--- src/common/ov7670_pkg.sv ---
/*
  Shared constants and types for the OV7670 start-up controller.
  Modules refer to these by scoped name.
*/
`default_nettype none

package ov7670_pkg;

  // --------------------------------------------------
  // Register table
  // --------------------------------------------------
  // Table index width, 64 slots is plenty for the write list
  localparam int unsigned entry_w = 6;

  // Real writes before the end marker
  localparam logic [entry_w-1:0] num_entries = 6'd24;

  // Register address and value sent to the SCCB master
  typedef struct packed {
    logic [7:0] addr;
    logic [7:0] data;
  } init_word_t;

  // No OV7670 register lives at 0xF0..0xFF, so this nibble ends the list
  localparam logic [3:0] end_nibble = 4'hF;

  // COM7 soft reset, also the first table entry
  localparam init_word_t reset_word = '{addr: 8'h12, data: 8'h80};

  // Camera write id, consumed by the SCCB master
  localparam logic [6:0] sccb_id = 7'h21;

  // --------------------------------------------------
  // Timing
  // --------------------------------------------------
  // Wide enough for 30,000,000 (300 ms at 100 MHz)
  localparam int unsigned settle_w = 25;

  // Short value for simulation
  localparam logic [settle_w-1:0] settle_cycles = 25'd40;

  // 100 MHz / 4 gives a 25 MHz camera clock
  localparam int unsigned xclk_div = 4;

  // --------------------------------------------------
  // Control FSM
  // --------------------------------------------------
  typedef enum logic [2:0] {
    st_rst_cam    = 3'd0,  // Camera held in reset
    st_wait_rst   = 3'd1,  // Camera out of reset, settling
    st_wait_ready = 3'd2,  // Waiting for the SCCB master
    st_write      = 3'd3,  // Settle after a register write
    st_done       = 3'd4   // Whole table written
  } ctrl_state_e;

endpackage

`default_nettype wire

--- src/init_seq/init_rom.sv ---
/*
  Combinational OV7670 register tables, normal YUV422 and colour-bar test.
  Index in, register word out, FFFF past the last entry.
*/
`timescale 1ns/1ps
`default_nettype none

module init_rom (
  input  wire logic [ov7670_pkg::entry_w-1:0] index,
  input  wire logic                           test_mode,
  output ov7670_pkg::init_word_t              word
);

  ov7670_pkg::init_word_t norm_word;
  ov7670_pkg::init_word_t test_word;

  // --------------------------------------------------
  // Normal YUV422, QQVGA/2 output
  // --------------------------------------------------
  always_comb begin
    case (index)
      6'h00: norm_word = 16'h1280;  // COM7 reset all registers
      6'h01: norm_word = 16'h1280;  // Reset twice, first may be missed
      6'h02: norm_word = 16'h1200;  // COM7 YUV output
      6'h03: norm_word = 16'h0900;  // COM2 1x drive
      6'h04: norm_word = 16'h40C0;  // COM15 full 0-255 range
      6'h05: norm_word = 16'h8C00;  // RGB444 off
      6'h06: norm_word = 16'h1180;  // CLKRC no prescale
      6'h07: norm_word = 16'h0F4B;  // COM6 reset timing on format change
      6'h08: norm_word = 16'h1E07;  // MVFP no mirror, no flip
      6'h09: norm_word = 16'h3DC0;  // COM13 gamma, UV auto adjust
      6'h0A: norm_word = 16'h1520;  // COM10 PCLK quiet in hblank
      6'h0B: norm_word = 16'h1711;  // HSTART
      6'h0C: norm_word = 16'h1800;  // HSTOP
      6'h0D: norm_word = 16'h1900;  // VSTRT
      6'h0E: norm_word = 16'h1A00;  // VSTOP
      6'h0F: norm_word = 16'h3200;  // HREF control
      6'h10: norm_word = 16'h3A04;  // TSLB line buffer, YUYV order
      6'h11: norm_word = 16'h0C04;  // COM3 scale enable
      6'h12: norm_word = 16'h3E1B;  // COM14 PCLK divide by 8
      6'h13: norm_word = 16'h703A;  // SCALING_XSC, test pattern bit 0 clear
      6'h14: norm_word = 16'h7135;  // SCALING_YSC, no test pattern
      6'h15: norm_word = 16'h7233;  // DCWCTR down sample by 8
      6'h16: norm_word = 16'h73F3;  // SCALING_PCLK_DIV by 8
      6'h17: norm_word = 16'hA202;  // SCALING_PCLK_DELAY
      default: norm_word = 16'hFFFF;  // End marker
    endcase
  end

  // --------------------------------------------------
  // Eight-bar colour test pattern
  // --------------------------------------------------
  always_comb begin
    case (index)
      6'h00: test_word = 16'h1280;
      6'h01: test_word = 16'h1280;
      6'h02: test_word = 16'h1200;
      6'h03: test_word = 16'h0900;
      6'h04: test_word = 16'h40C0;
      6'h05: test_word = 16'h8C00;
      6'h06: test_word = 16'h1180;
      6'h07: test_word = 16'h0F4B;
      6'h08: test_word = 16'h1E07;
      6'h09: test_word = 16'h3DC0;
      6'h0A: test_word = 16'h1520;
      6'h0B: test_word = 16'h1711;
      6'h0C: test_word = 16'h1800;
      6'h0D: test_word = 16'h1900;
      6'h0E: test_word = 16'h1A00;
      6'h0F: test_word = 16'h3200;
      6'h10: test_word = 16'h3A04;
      6'h11: test_word = 16'h0C04;
      6'h12: test_word = 16'h3E1B;
      6'h13: test_word = 16'h703A;
      6'h14: test_word = 16'h71B5;  // Test pattern bit 1 set, colour bars
      6'h15: test_word = 16'h7233;
      6'h16: test_word = 16'h73F3;
      6'h17: test_word = 16'hA202;
      default: test_word = 16'hFFFF;
    endcase
  end

  assign word = test_mode ? test_word : norm_word;

endmodule

`default_nettype wire

--- src/init_seq/init_seq.sv ---
/*
  Table walker for the register writes.
  Advances on each start_tx, restarts on resend or a test_mode change.
*/
`timescale 1ns/1ps
`default_nettype none

module init_seq (
  input  wire logic              clk,
  input  wire logic              rst,
  input  wire logic              start_tx,
  input  wire logic              resend,
  input  wire logic              test_mode,
  output ov7670_pkg::init_word_t word,
  output logic                   done
);

  logic [ov7670_pkg::entry_w-1:0] entry_cnt;
  logic                           test_mode_q;
  logic                           mode_change;
  ov7670_pkg::init_word_t         rom_word;

  init_rom rom_i (
    .index     (entry_cnt),
    .test_mode (test_mode),
    .word      (rom_word)
  );

  // Either edge of test_mode reloads the other table
  assign mode_change = test_mode ^ test_mode_q;

  always_ff @(posedge clk or posedge rst) begin
    if (rst) begin
      entry_cnt   <= '0;
      test_mode_q <= 1'b0;
    end else begin
      test_mode_q <= test_mode;
      if (resend || mode_change)
        entry_cnt <= '0;
      else if (start_tx && !done)
        entry_cnt <= entry_cnt + 1'b1;
    end
  end

  // Registered ROM output, held through the write settle
  always_ff @(posedge clk or posedge rst) begin
    if (rst)
      word <= ov7670_pkg::reset_word;
    else
      word <= rom_word;
  end

  assign done = (word.addr[7:4] == ov7670_pkg::end_nibble);

  // End marker must stop the count before it runs off the table
  a_cnt_bound: assert property (@(posedge clk) disable iff (rst)
    entry_cnt <= ov7670_pkg::num_entries);

endmodule

`default_nettype wire

--- src/source/settle_timer.sv ---
/*
  Settle period counter. Runs while enabled and strobes settle_end
  once the count reaches settle_cycles, then starts over.
*/
`timescale 1ns/1ps
`default_nettype none

module settle_timer (
  input  wire logic clk,
  input  wire logic rst,
  input  wire logic settle_en,
  output logic      settle_end
);

  logic [ov7670_pkg::settle_w-1:0] settle_cnt;

  // Count from 0, so the strobe lands settle_cycles+1 cycles after enable
  assign settle_end = settle_en && (settle_cnt == ov7670_pkg::settle_cycles);

  always_ff @(posedge clk or posedge rst) begin
    if (rst)
      settle_cnt <= '0;
    else if (!settle_en || settle_end)
      settle_cnt <= '0;
    else
      settle_cnt <= settle_cnt + 1'b1;
  end

endmodule

`default_nettype wire

--- src/source/xclk_gen.sv ---
/*
  Camera system clock, the system clock divided by xclk_div.
  Counter MSB gives a 50% duty cycle, low first after reset.
*/
`timescale 1ns/1ps
`default_nettype none

module xclk_gen (
  input  wire logic clk,
  input  wire logic rst,
  output logic      xclk
);

  logic [$clog2(ov7670_pkg::xclk_div)-1:0] div_cnt;

  always_ff @(posedge clk or posedge rst) begin
    if (rst)
      div_cnt <= '0;
    else if (div_cnt == ov7670_pkg::xclk_div - 1)
      div_cnt <= '0;
    else
      div_cnt <= div_cnt + 1'b1;
  end

  // 0,1 low and 2,3 high
  assign xclk = div_cnt[$high(div_cnt)];

  // Each level lasts at least two system cycles
  a_xclk_hold: assert property (@(posedge clk) disable iff (rst)
    $changed(xclk) |=> $stable(xclk));

endmodule

`default_nettype wire

--- src/source/init_ctrl.sv ---
/*
  Start-up FSM. Resets the camera, lets it settle, then issues one
  start_tx per table word with a settle period after each.
*/
`timescale 1ns/1ps
`default_nettype none

module init_ctrl (
  input  wire logic clk,
  input  wire logic rst,
  input  wire logic sccb_ready,
  input  wire logic done,
  input  wire logic settle_end,
  output logic      start_tx,
  output logic      settle_en,
  output logic      cam_rst_n
);

  ov7670_pkg::ctrl_state_e state;
  ov7670_pkg::ctrl_state_e state_nx;

  always_ff @(posedge clk or posedge rst) begin
    if (rst)
      state <= ov7670_pkg::st_rst_cam;
    else
      state <= state_nx;
  end

  // --------------------------------------------------
  // Next state and outputs
  // --------------------------------------------------
  always_comb begin
    state_nx  = state;
    start_tx  = 1'b0;
    settle_en = 1'b0;
    cam_rst_n = 1'b1;
    case (state)
      ov7670_pkg::st_rst_cam: begin
        // Camera reset held for one settle period
        cam_rst_n = 1'b0;
        settle_en = 1'b1;
        if (settle_end)
          state_nx = ov7670_pkg::st_wait_rst;
      end
      ov7670_pkg::st_wait_rst: begin
        settle_en = 1'b1;
        if (settle_end)
          state_nx = ov7670_pkg::st_wait_ready;
      end
      ov7670_pkg::st_wait_ready: begin
        // End marker takes priority over a ready master
        if (done)
          state_nx = ov7670_pkg::st_done;
        else if (sccb_ready) begin
          start_tx = 1'b1;
          state_nx = ov7670_pkg::st_write;
        end
      end
      ov7670_pkg::st_write: begin
        settle_en = 1'b1;
        if (settle_end)
          state_nx = ov7670_pkg::st_wait_ready;
      end
      ov7670_pkg::st_done: begin
        // done drops on resend or mode change, so start over with a reset
        if (!done)
          state_nx = ov7670_pkg::st_rst_cam;
      end
      default: state_nx = ov7670_pkg::st_rst_cam;
    endcase
  end

  // Only launch a write the master can accept
  a_start_ready: assert property (@(posedge clk) disable iff (rst)
    start_tx |-> sccb_ready);

  // Each write gets a full settle period, timer restarted from zero
  a_start_single: assert property (@(posedge clk) disable iff (rst)
    start_tx |=> !start_tx && !settle_end);

endmodule

`default_nettype wire

--- src/source/ov7670_init.sv ---
/*
  OV7670 start-up controller top. Drives camera reset and xclk and
  feeds the register table to an external SCCB master.
*/
`timescale 1ns/1ps
`default_nettype none

module ov7670_init (
  input  wire logic              clk,
  input  wire logic              rst,
  input  wire logic              test_mode,
  input  wire logic              resend,
  input  wire logic              sccb_ready,
  output logic                   start_tx,
  output ov7670_pkg::init_word_t word,
  output logic                   done,
  output logic                   cam_rst_n,
  output logic                   xclk
);

  // Settle timer handshake
  logic settle_en;
  logic settle_end;

  // --------------------------------------------------
  // Control
  // --------------------------------------------------
  init_ctrl ctrl_i (
    .clk        (clk),
    .rst        (rst),
    .sccb_ready (sccb_ready),
    .done       (done),
    .settle_end (settle_end),
    .start_tx   (start_tx),
    .settle_en  (settle_en),
    .cam_rst_n  (cam_rst_n)
  );

  settle_timer timer_i (
    .clk        (clk),
    .rst        (rst),
    .settle_en  (settle_en),
    .settle_end (settle_end)
  );

  // --------------------------------------------------
  // Register words and camera clock
  // --------------------------------------------------
  init_seq seq_i (
    .clk       (clk),
    .rst       (rst),
    .start_tx  (start_tx),
    .resend    (resend),
    .test_mode (test_mode),
    .word      (word),
    .done      (done)
  );

  xclk_gen xclk_i (
    .clk  (clk),
    .rst  (rst),
    .xclk (xclk)
  );

endmodule

`default_nettype wire

--- config.mk ---
export PLATFORM = sky130hd
export DESIGN_NAME = ov7670_init
export DESIGN_NICKNAME = d
export VERILOG_FILES = /design/src/common/ov7670_pkg.sv /design/src/init_seq/init_rom.sv /design/src/init_seq/init_seq.sv /design/src/source/settle_timer.sv /design/src/source/xclk_gen.sv /design/src/source/init_ctrl.sv /design/src/source/ov7670_init.sv
export SDC_FILE = /design/constraint.sdc
export NUM_CORES = 1
export LEC_CHECK = 0
export BUFFER_PORTS_ARGS = -buffer_cell sky130_fd_sc_hd__buf_2
export CAP_MARGIN = 20
export CELL_PAD_IN_SITES_DETAIL_PLACEMENT = 1
export CELL_PAD_IN_SITES_GLOBAL_PLACEMENT = 1
export CORE_ASPECT_RATIO = 0.7
export CORE_MARGIN = 3
export CORE_UTILIZATION = 46
export CTS_CLUSTER_DIAMETER = 40
export DETAILED_ROUTE_END_ITERATION = 8
export GPL_TIMING_DRIVEN = 0
export PLACE_DENSITY_LB_ADDON = 0.1
export SETUP_SLACK_MARGIN = 0.3
export SLEW_MARGIN = 20
export SYNTH_ARGS = -nofsm -noshare
export SYNTH_HDL_FRONTEND = slang
export SYNTH_SLANG_ARGS = --single-unit
--- constraint.sdc ---
create_clock -name clk -period 2.25 [get_ports clk]
set_clock_uncertainty 0.1 [all_clocks]
set_input_delay 0.675 -clock clk [delete_from_list [all_inputs] [get_ports clk]]
set_output_delay 0.675 -clock clk [all_outputs]
set_load 0.01 [all_outputs]
Word level (Yosys, flattened, before mapping)
Memories as Yosys holds them, arrays and structs flattened.
Index checks and enable logic that the tools add are counted.
- magnitude comparators: 0
- reductions and logical operators: 11
- bitwise logic cells: 1
- shift operators: 0
- add/sub/neg operators: 3
- equal/unequal tests: 11
- muxes and demuxes: 18
- div/mod/pow operators: 0
- multipliers: 0
- operator list (operator ; number):
    16-bit 2-to-1 mux ; 3
    25-bit by 1-bit adder with 25-bit output (second input constant) ; 1
    25-bit by 6-bit equality test with 1-bit output (second input constant) ; 1
    25-bit 2-to-1 mux ; 1
    3-bit 2-to-1 mux ; 5
    6-bit 2-to-1 mux ; 2
    3-bit one-hot mux with 4 select lines ; 1
    6-bit by 1-bit adder with 6-bit output (second input constant) ; 1
    3-bit by 2-bit equality test with 1-bit output (second input constant) ; 2
    1-bit 2-to-1 mux ; 5
    4-bit equality test (second input constant) ; 1
    2-bit by 1-bit != test with 1-bit output (second input constant) ; 2
    4-bit AND reduction ; 1
    3-bit by 1-bit equality test with 1-bit output (second input constant) ; 1
    3-bit equality test (second input constant) ; 1
    3-bit zero test ; 1
    3-bit by 2-bit != test with 1-bit output (second input constant) ; 1
    3-bit OR reduction ; 1
    2-bit by 1-bit adder with 2-bit output (second input constant) ; 1
    2-bit equality test (second input constant) ; 1
    1-bit logical AND ; 2
    1-bit zero test ; 2
    1-bit logical OR ; 2
    2-bit 2-to-1 mux ; 1
    other kinds (4) ; 4
- register bits: 53
- bits of input ports: 5
- bits in latches: 0
- output and inout bits: 20
- logic and storage cells: 53
- memories: 2
- bits in writable memories: 0
- ROM bits: 1024
- memory list (memory ; depth ; width ; read ports ; clocked after memory_dff ; write ports ; RTL line ; text):
    (no name shown) ; 32 ; 16 ; 1 ; 0 ; 0 ; init_rom.sv:54 ; case (index)
    (no name shown) ; 32 ; 16 ; 1 ; 0 ; 0 ; init_rom.sv:21 ; case (index)

Depth between registers and ports, before layout
- word-level depth: 6
- mapped depth: 7
- gate-level depth less buffers: 6

Modules after synthesis
A second synthesis with hierarchy kept.
- cell total of the unflattened synthesis: 314
- area total of the unflattened synthesis: 2982.9 um^2
- by module, submodules not included (module ; cells each ; area each (um^2) ; seq. area each (um^2) ; instances):
    settle_timer ; 145 ; 1340.0 ; 625.6 ; 1
    init_seq ; 52 ; 765.7 ; 579.3 ; 1
    init_rom ; 95 ; 640.6 ; 0.0 ; 1
    init_ctrl ; 17 ; 166.4 ; 75.1 ; 1
    xclk_gen ; 5 ; 70.1 ; 50.0 ; 1

Least setup slack after synthesis
No wires, ideal clock.
- path kind: input -> output
- start point: input sccb_ready
- end point: output start_tx
- data arrival time: 1.283 ns
- data required time: 1.475 ns
- buffers on the path: 1
- slack: 0.192 ns
- stages: 3
- cell sequence: and4bb_2 -> and2_1 -> clkbuf_1
- cells in the longest elaborated chain, start to end: 3
- ends and longest elaborated chain (item ; RTL line ; text):
    start, declared ; ov7670_init.sv:13 ; input wire logic sccb_ready,
    1-bit 2-to-1 mux ; init_ctrl.sv:54 ; else if (sccb_ready) begin
    1-bit 2-to-1 mux ; init_ctrl.sv:52 ; if (done)
    1-bit 2-to-1 mux ; init_ctrl.sv:37 ; case (state)
    end, declared ; ov7670_init.sv:14 ; output logic start_tx,
Every way passes these cells.

Worst setup path in the final report
- start point: register ctrl_i.state[1]
- end point: output start_tx
- cells in the longest elaborated chain, start to end: 2
- ends and longest elaborated chain (item ; RTL line ; text):
    start, declared ; init_ctrl.sv:19 ; ov7670_pkg::ctrl_state_e state;
    start signal, assigned ; init_ctrl.sv:24 ; state <= ov7670_pkg::st_rst_cam;
    start signal, assigned ; init_ctrl.sv:26 ; state <= state_nx;
    3-bit by 2-bit equality test with 1-bit output ; init_ctrl.sv:37 ;
    1-bit 2-to-1 mux ; init_ctrl.sv:37 ;
Every way passes these cells.

==> impl_metrics.yaml <==
outcome:
  status: "finished, violations left"
  violations: "setup timing"
clock_network:
  cts_tree: "done"
  h-tree-depth: 2
  cts.reportedPaths.clkPinSlew_ns: 0.10
  clock_path_buffers: 2
  clock_latency_ns: 0.32
  clock_sinks: 53
  cts_root_buffer: "clkbuf_8"
  cts-buffers-inserted: 5
sta:
  tightest_slew_ns: 0.502
  drv_slew: 0
  tns_ns: -0.0114
  worst_slack_ns: -0.0114
  period_minus_slack_ns: 2.26
  rsz0062_at_grt: "true"
  period_share_pct: 101
  hold_viol_final: 0
  max-slew-margin-rel_pct: 66.6
  fmax_mhz: 442
  setup_violations: 1
global_route:
  top_usage_layer: "met2"
  gr-usage-met3_pct: 5.96
  met1_usage_pct: 37.3
  grt_first_pass_wirelength_mm: 14.3
  grt_pass1_vias: 2640
  antenna_found_initial: 0
  grt_overflow: 0
  grt_usage_pct: 25.6
  grt_max_degree: 30
  grtUsageMet2_pct: 37.3
synth:
  synth.largest_area_cell: "dfrtp_1"
  yosysTopAreaCellShare_pct: 43.4
  synth-seq-cells: 53
  synth_edf_count: 0
  yosysSeqAreaShare_pct: 46.1
  ys.flop_type: "dfrtp_1"
  synth-async-reset-ratio_pct: 100
  synthCells: 308
  synth_cell_types: 53
  syn-cell-area_sq_um: 2880
  synthTopCellsByArea: "dfrtp_1, nor2_1, ha_1"
  avgSynthCellArea_sq_um: 9.36
  synth_warnings: 0
  synth_fp_nets: 323
final_layout:
  syn_to_final_growth_pct: 28.0
  final_cell_mix: "dfrtp_1, nor2_1, buf_2, nand2_1, buf_4"
  drive_gt1_share_pct: 29.2
  multiInputGateArea_sq_um: 1560
  regArea_sq_um: 1340
  nets: 380
  final_common_cell: "dfrtp_1"
  design_area_sq_um: 3690
  diodes: 0
  fillers: 648
routing:
  postRouteAntennaNets: 0
  first_pass_iters: 4
  routed_via_density: 6.01
  wire_per_inst_microns: 21.2
  drtIter0Drc: 154
  drc: 0
  via_count: 2651
  routed_wl_mm: 9.34
flow_run:
  maxCapViolations: 0
pwr:
  vdd_drop_max_v: 0.000271
  power.leakage_nw: 1.65
  power_density_nw_per_um2: 535
worst_setup_path:
  start_kind: "flop"
  worstSetupPathType: "flop to primary output"
  r2r-start: "timer_i.settle_cnt[1]"
  r2r_cells: 9
  endpoint_kind: "primary output"
  worstPathRequired_ns: 1.47
  r2r_slack_ns: 0.21
  timing.rr.end: "timer_i.settle_cnt[5]"
  cp.arrival_ns: 1.49
  critPathMaxFanout: 7
floorplan:
  rows: 23
  start_util_pct: 48.9
  core_region_area_sq_um: 5900
  dieArea_sq_um: 7270
  fp.dieW_microns: 101
  design.portCount: 25
  die_h_microns: 72.2
placement:
  dpl-instance-area_sq_um: 3150
  io_buffer_count: 24
  hpwl_mm: 6.21
  gp_congestion: 0.882
min_path:
  min_path_type: "primary input to async pin"
worst max path at each step:
stage,start,to,cells past startpoint
floorplan,sccb_ready,start_tx,3
global placement,timer_i.settle_cnt[0],timer_i.settle_cnt[2],7
detailed placement,timer_i.settle_cnt[0],timer_i.settle_cnt[20],7
CTS,seq_i.word[12],start_tx,4
global route,ctrl_i.state[1],start_tx,5
finish,ctrl_i.state[1],start_tx,5
report_power, final:
part,switching [mW],total [mW],internal (mW)
Combinational,0.122,0.246,0.125
Sequential,0.0464,1.03,0.984
Clock,0.336,0.699,0.364
state kept, by name (all words and copies together), names as in the netlist:
signal and flops:
timer_i.settle_cnt 25, seq_i.test_mode_q 1, ctrl_i.state 3, seq_i.word 16, xclk_i.div_cnt 2, seq_i.entry_cnt 6
area by class of cell:
cell class                      count  share of cell area, %
Clock buffer                        7                   2.34
Inverter                           15                   1.63
Multi-Input combinational cell    225                   42.3
Timing Repair Buffer               50                   11.1
Buffer                             15                   3.12
Tap cell                           75                   2.54
Sequential cell                    53                   36.2
Clock inverter                      1                  0.814
critical path, cell delays in order, from the launching register on:
cell	delay, ns
dfrtp_1	0.39
buf_6	0.14
and4bb_2	0.24
and2_1	0.15
buf_2	0.13
buf_6	0.11
routing by layer:
| metal | vias up | wire length (microns) |
|---|---|---|
| met5 | - | 0 |
| met1 | 1344 | 4480 |
| met2 | 74 | 4180 |
| met3 | 14 | 543 |
| li1 | 1219 | - |
| met4 | 0 | 142 |
logic make-up after synthesis:
kind of cell / share of synthesized area (%)
AO/OA/AOI/OAI: 15.3
XOR/XNOR: 5.77
adder cells (fa/ha/maj): 4.34
buffers and inverters: 4.21
flip-flops: 46.1
multiplexers: 0.781
AND/OR/NAND/NOR: 23.5
what timing repair did:
item / in CTS / in global routing
gates resized for setup: 16 / 49
hold buffers: 0 / 0
gates cloned: 0 / 1
buffers inserted: 12 / 11
endpoints found under the setup margin: 35 / 36
pin swaps: 4 / 7
cell usage after synthesis, types with 5 or more instances:
cell      number
and2_1         5
nand4_1       10
a21oi_1       23
nor4_1         6
clkbuf_1      10
xnor2_1        9
xor2_1        10
nand3_1       11
o31ai_1        8
nand2_1       22
nor3_1         5
nor2_1        35
or4_1          6
inv_1         14
o21ai_0       16
ha_1          10
dfrtp_1       50
through the flow:
step / util [%] / power [mW] / instances / hold WS [ns] / worst slack, ns
3_5_place_dp: 53.4 / 1.20 / 409 / 0.354 / -0.157
6_report: 62.5 / 1.98 / 441 / 0.148 / -0.0114
2_1_floorplan: - / 1.13 / 308 / 0.305 / 0.261
3_3_place_gp: 52.6 / 1.18 / 407 / 0.320 / -0.112
4_1_cts: 58.2 / 1.90 / 429 / 0.150 / -0.0756
5_1_grt: 62.5 / 2.06 / 441 / 0.139 / -0.0569
Power figures use the tool's default switching activity.
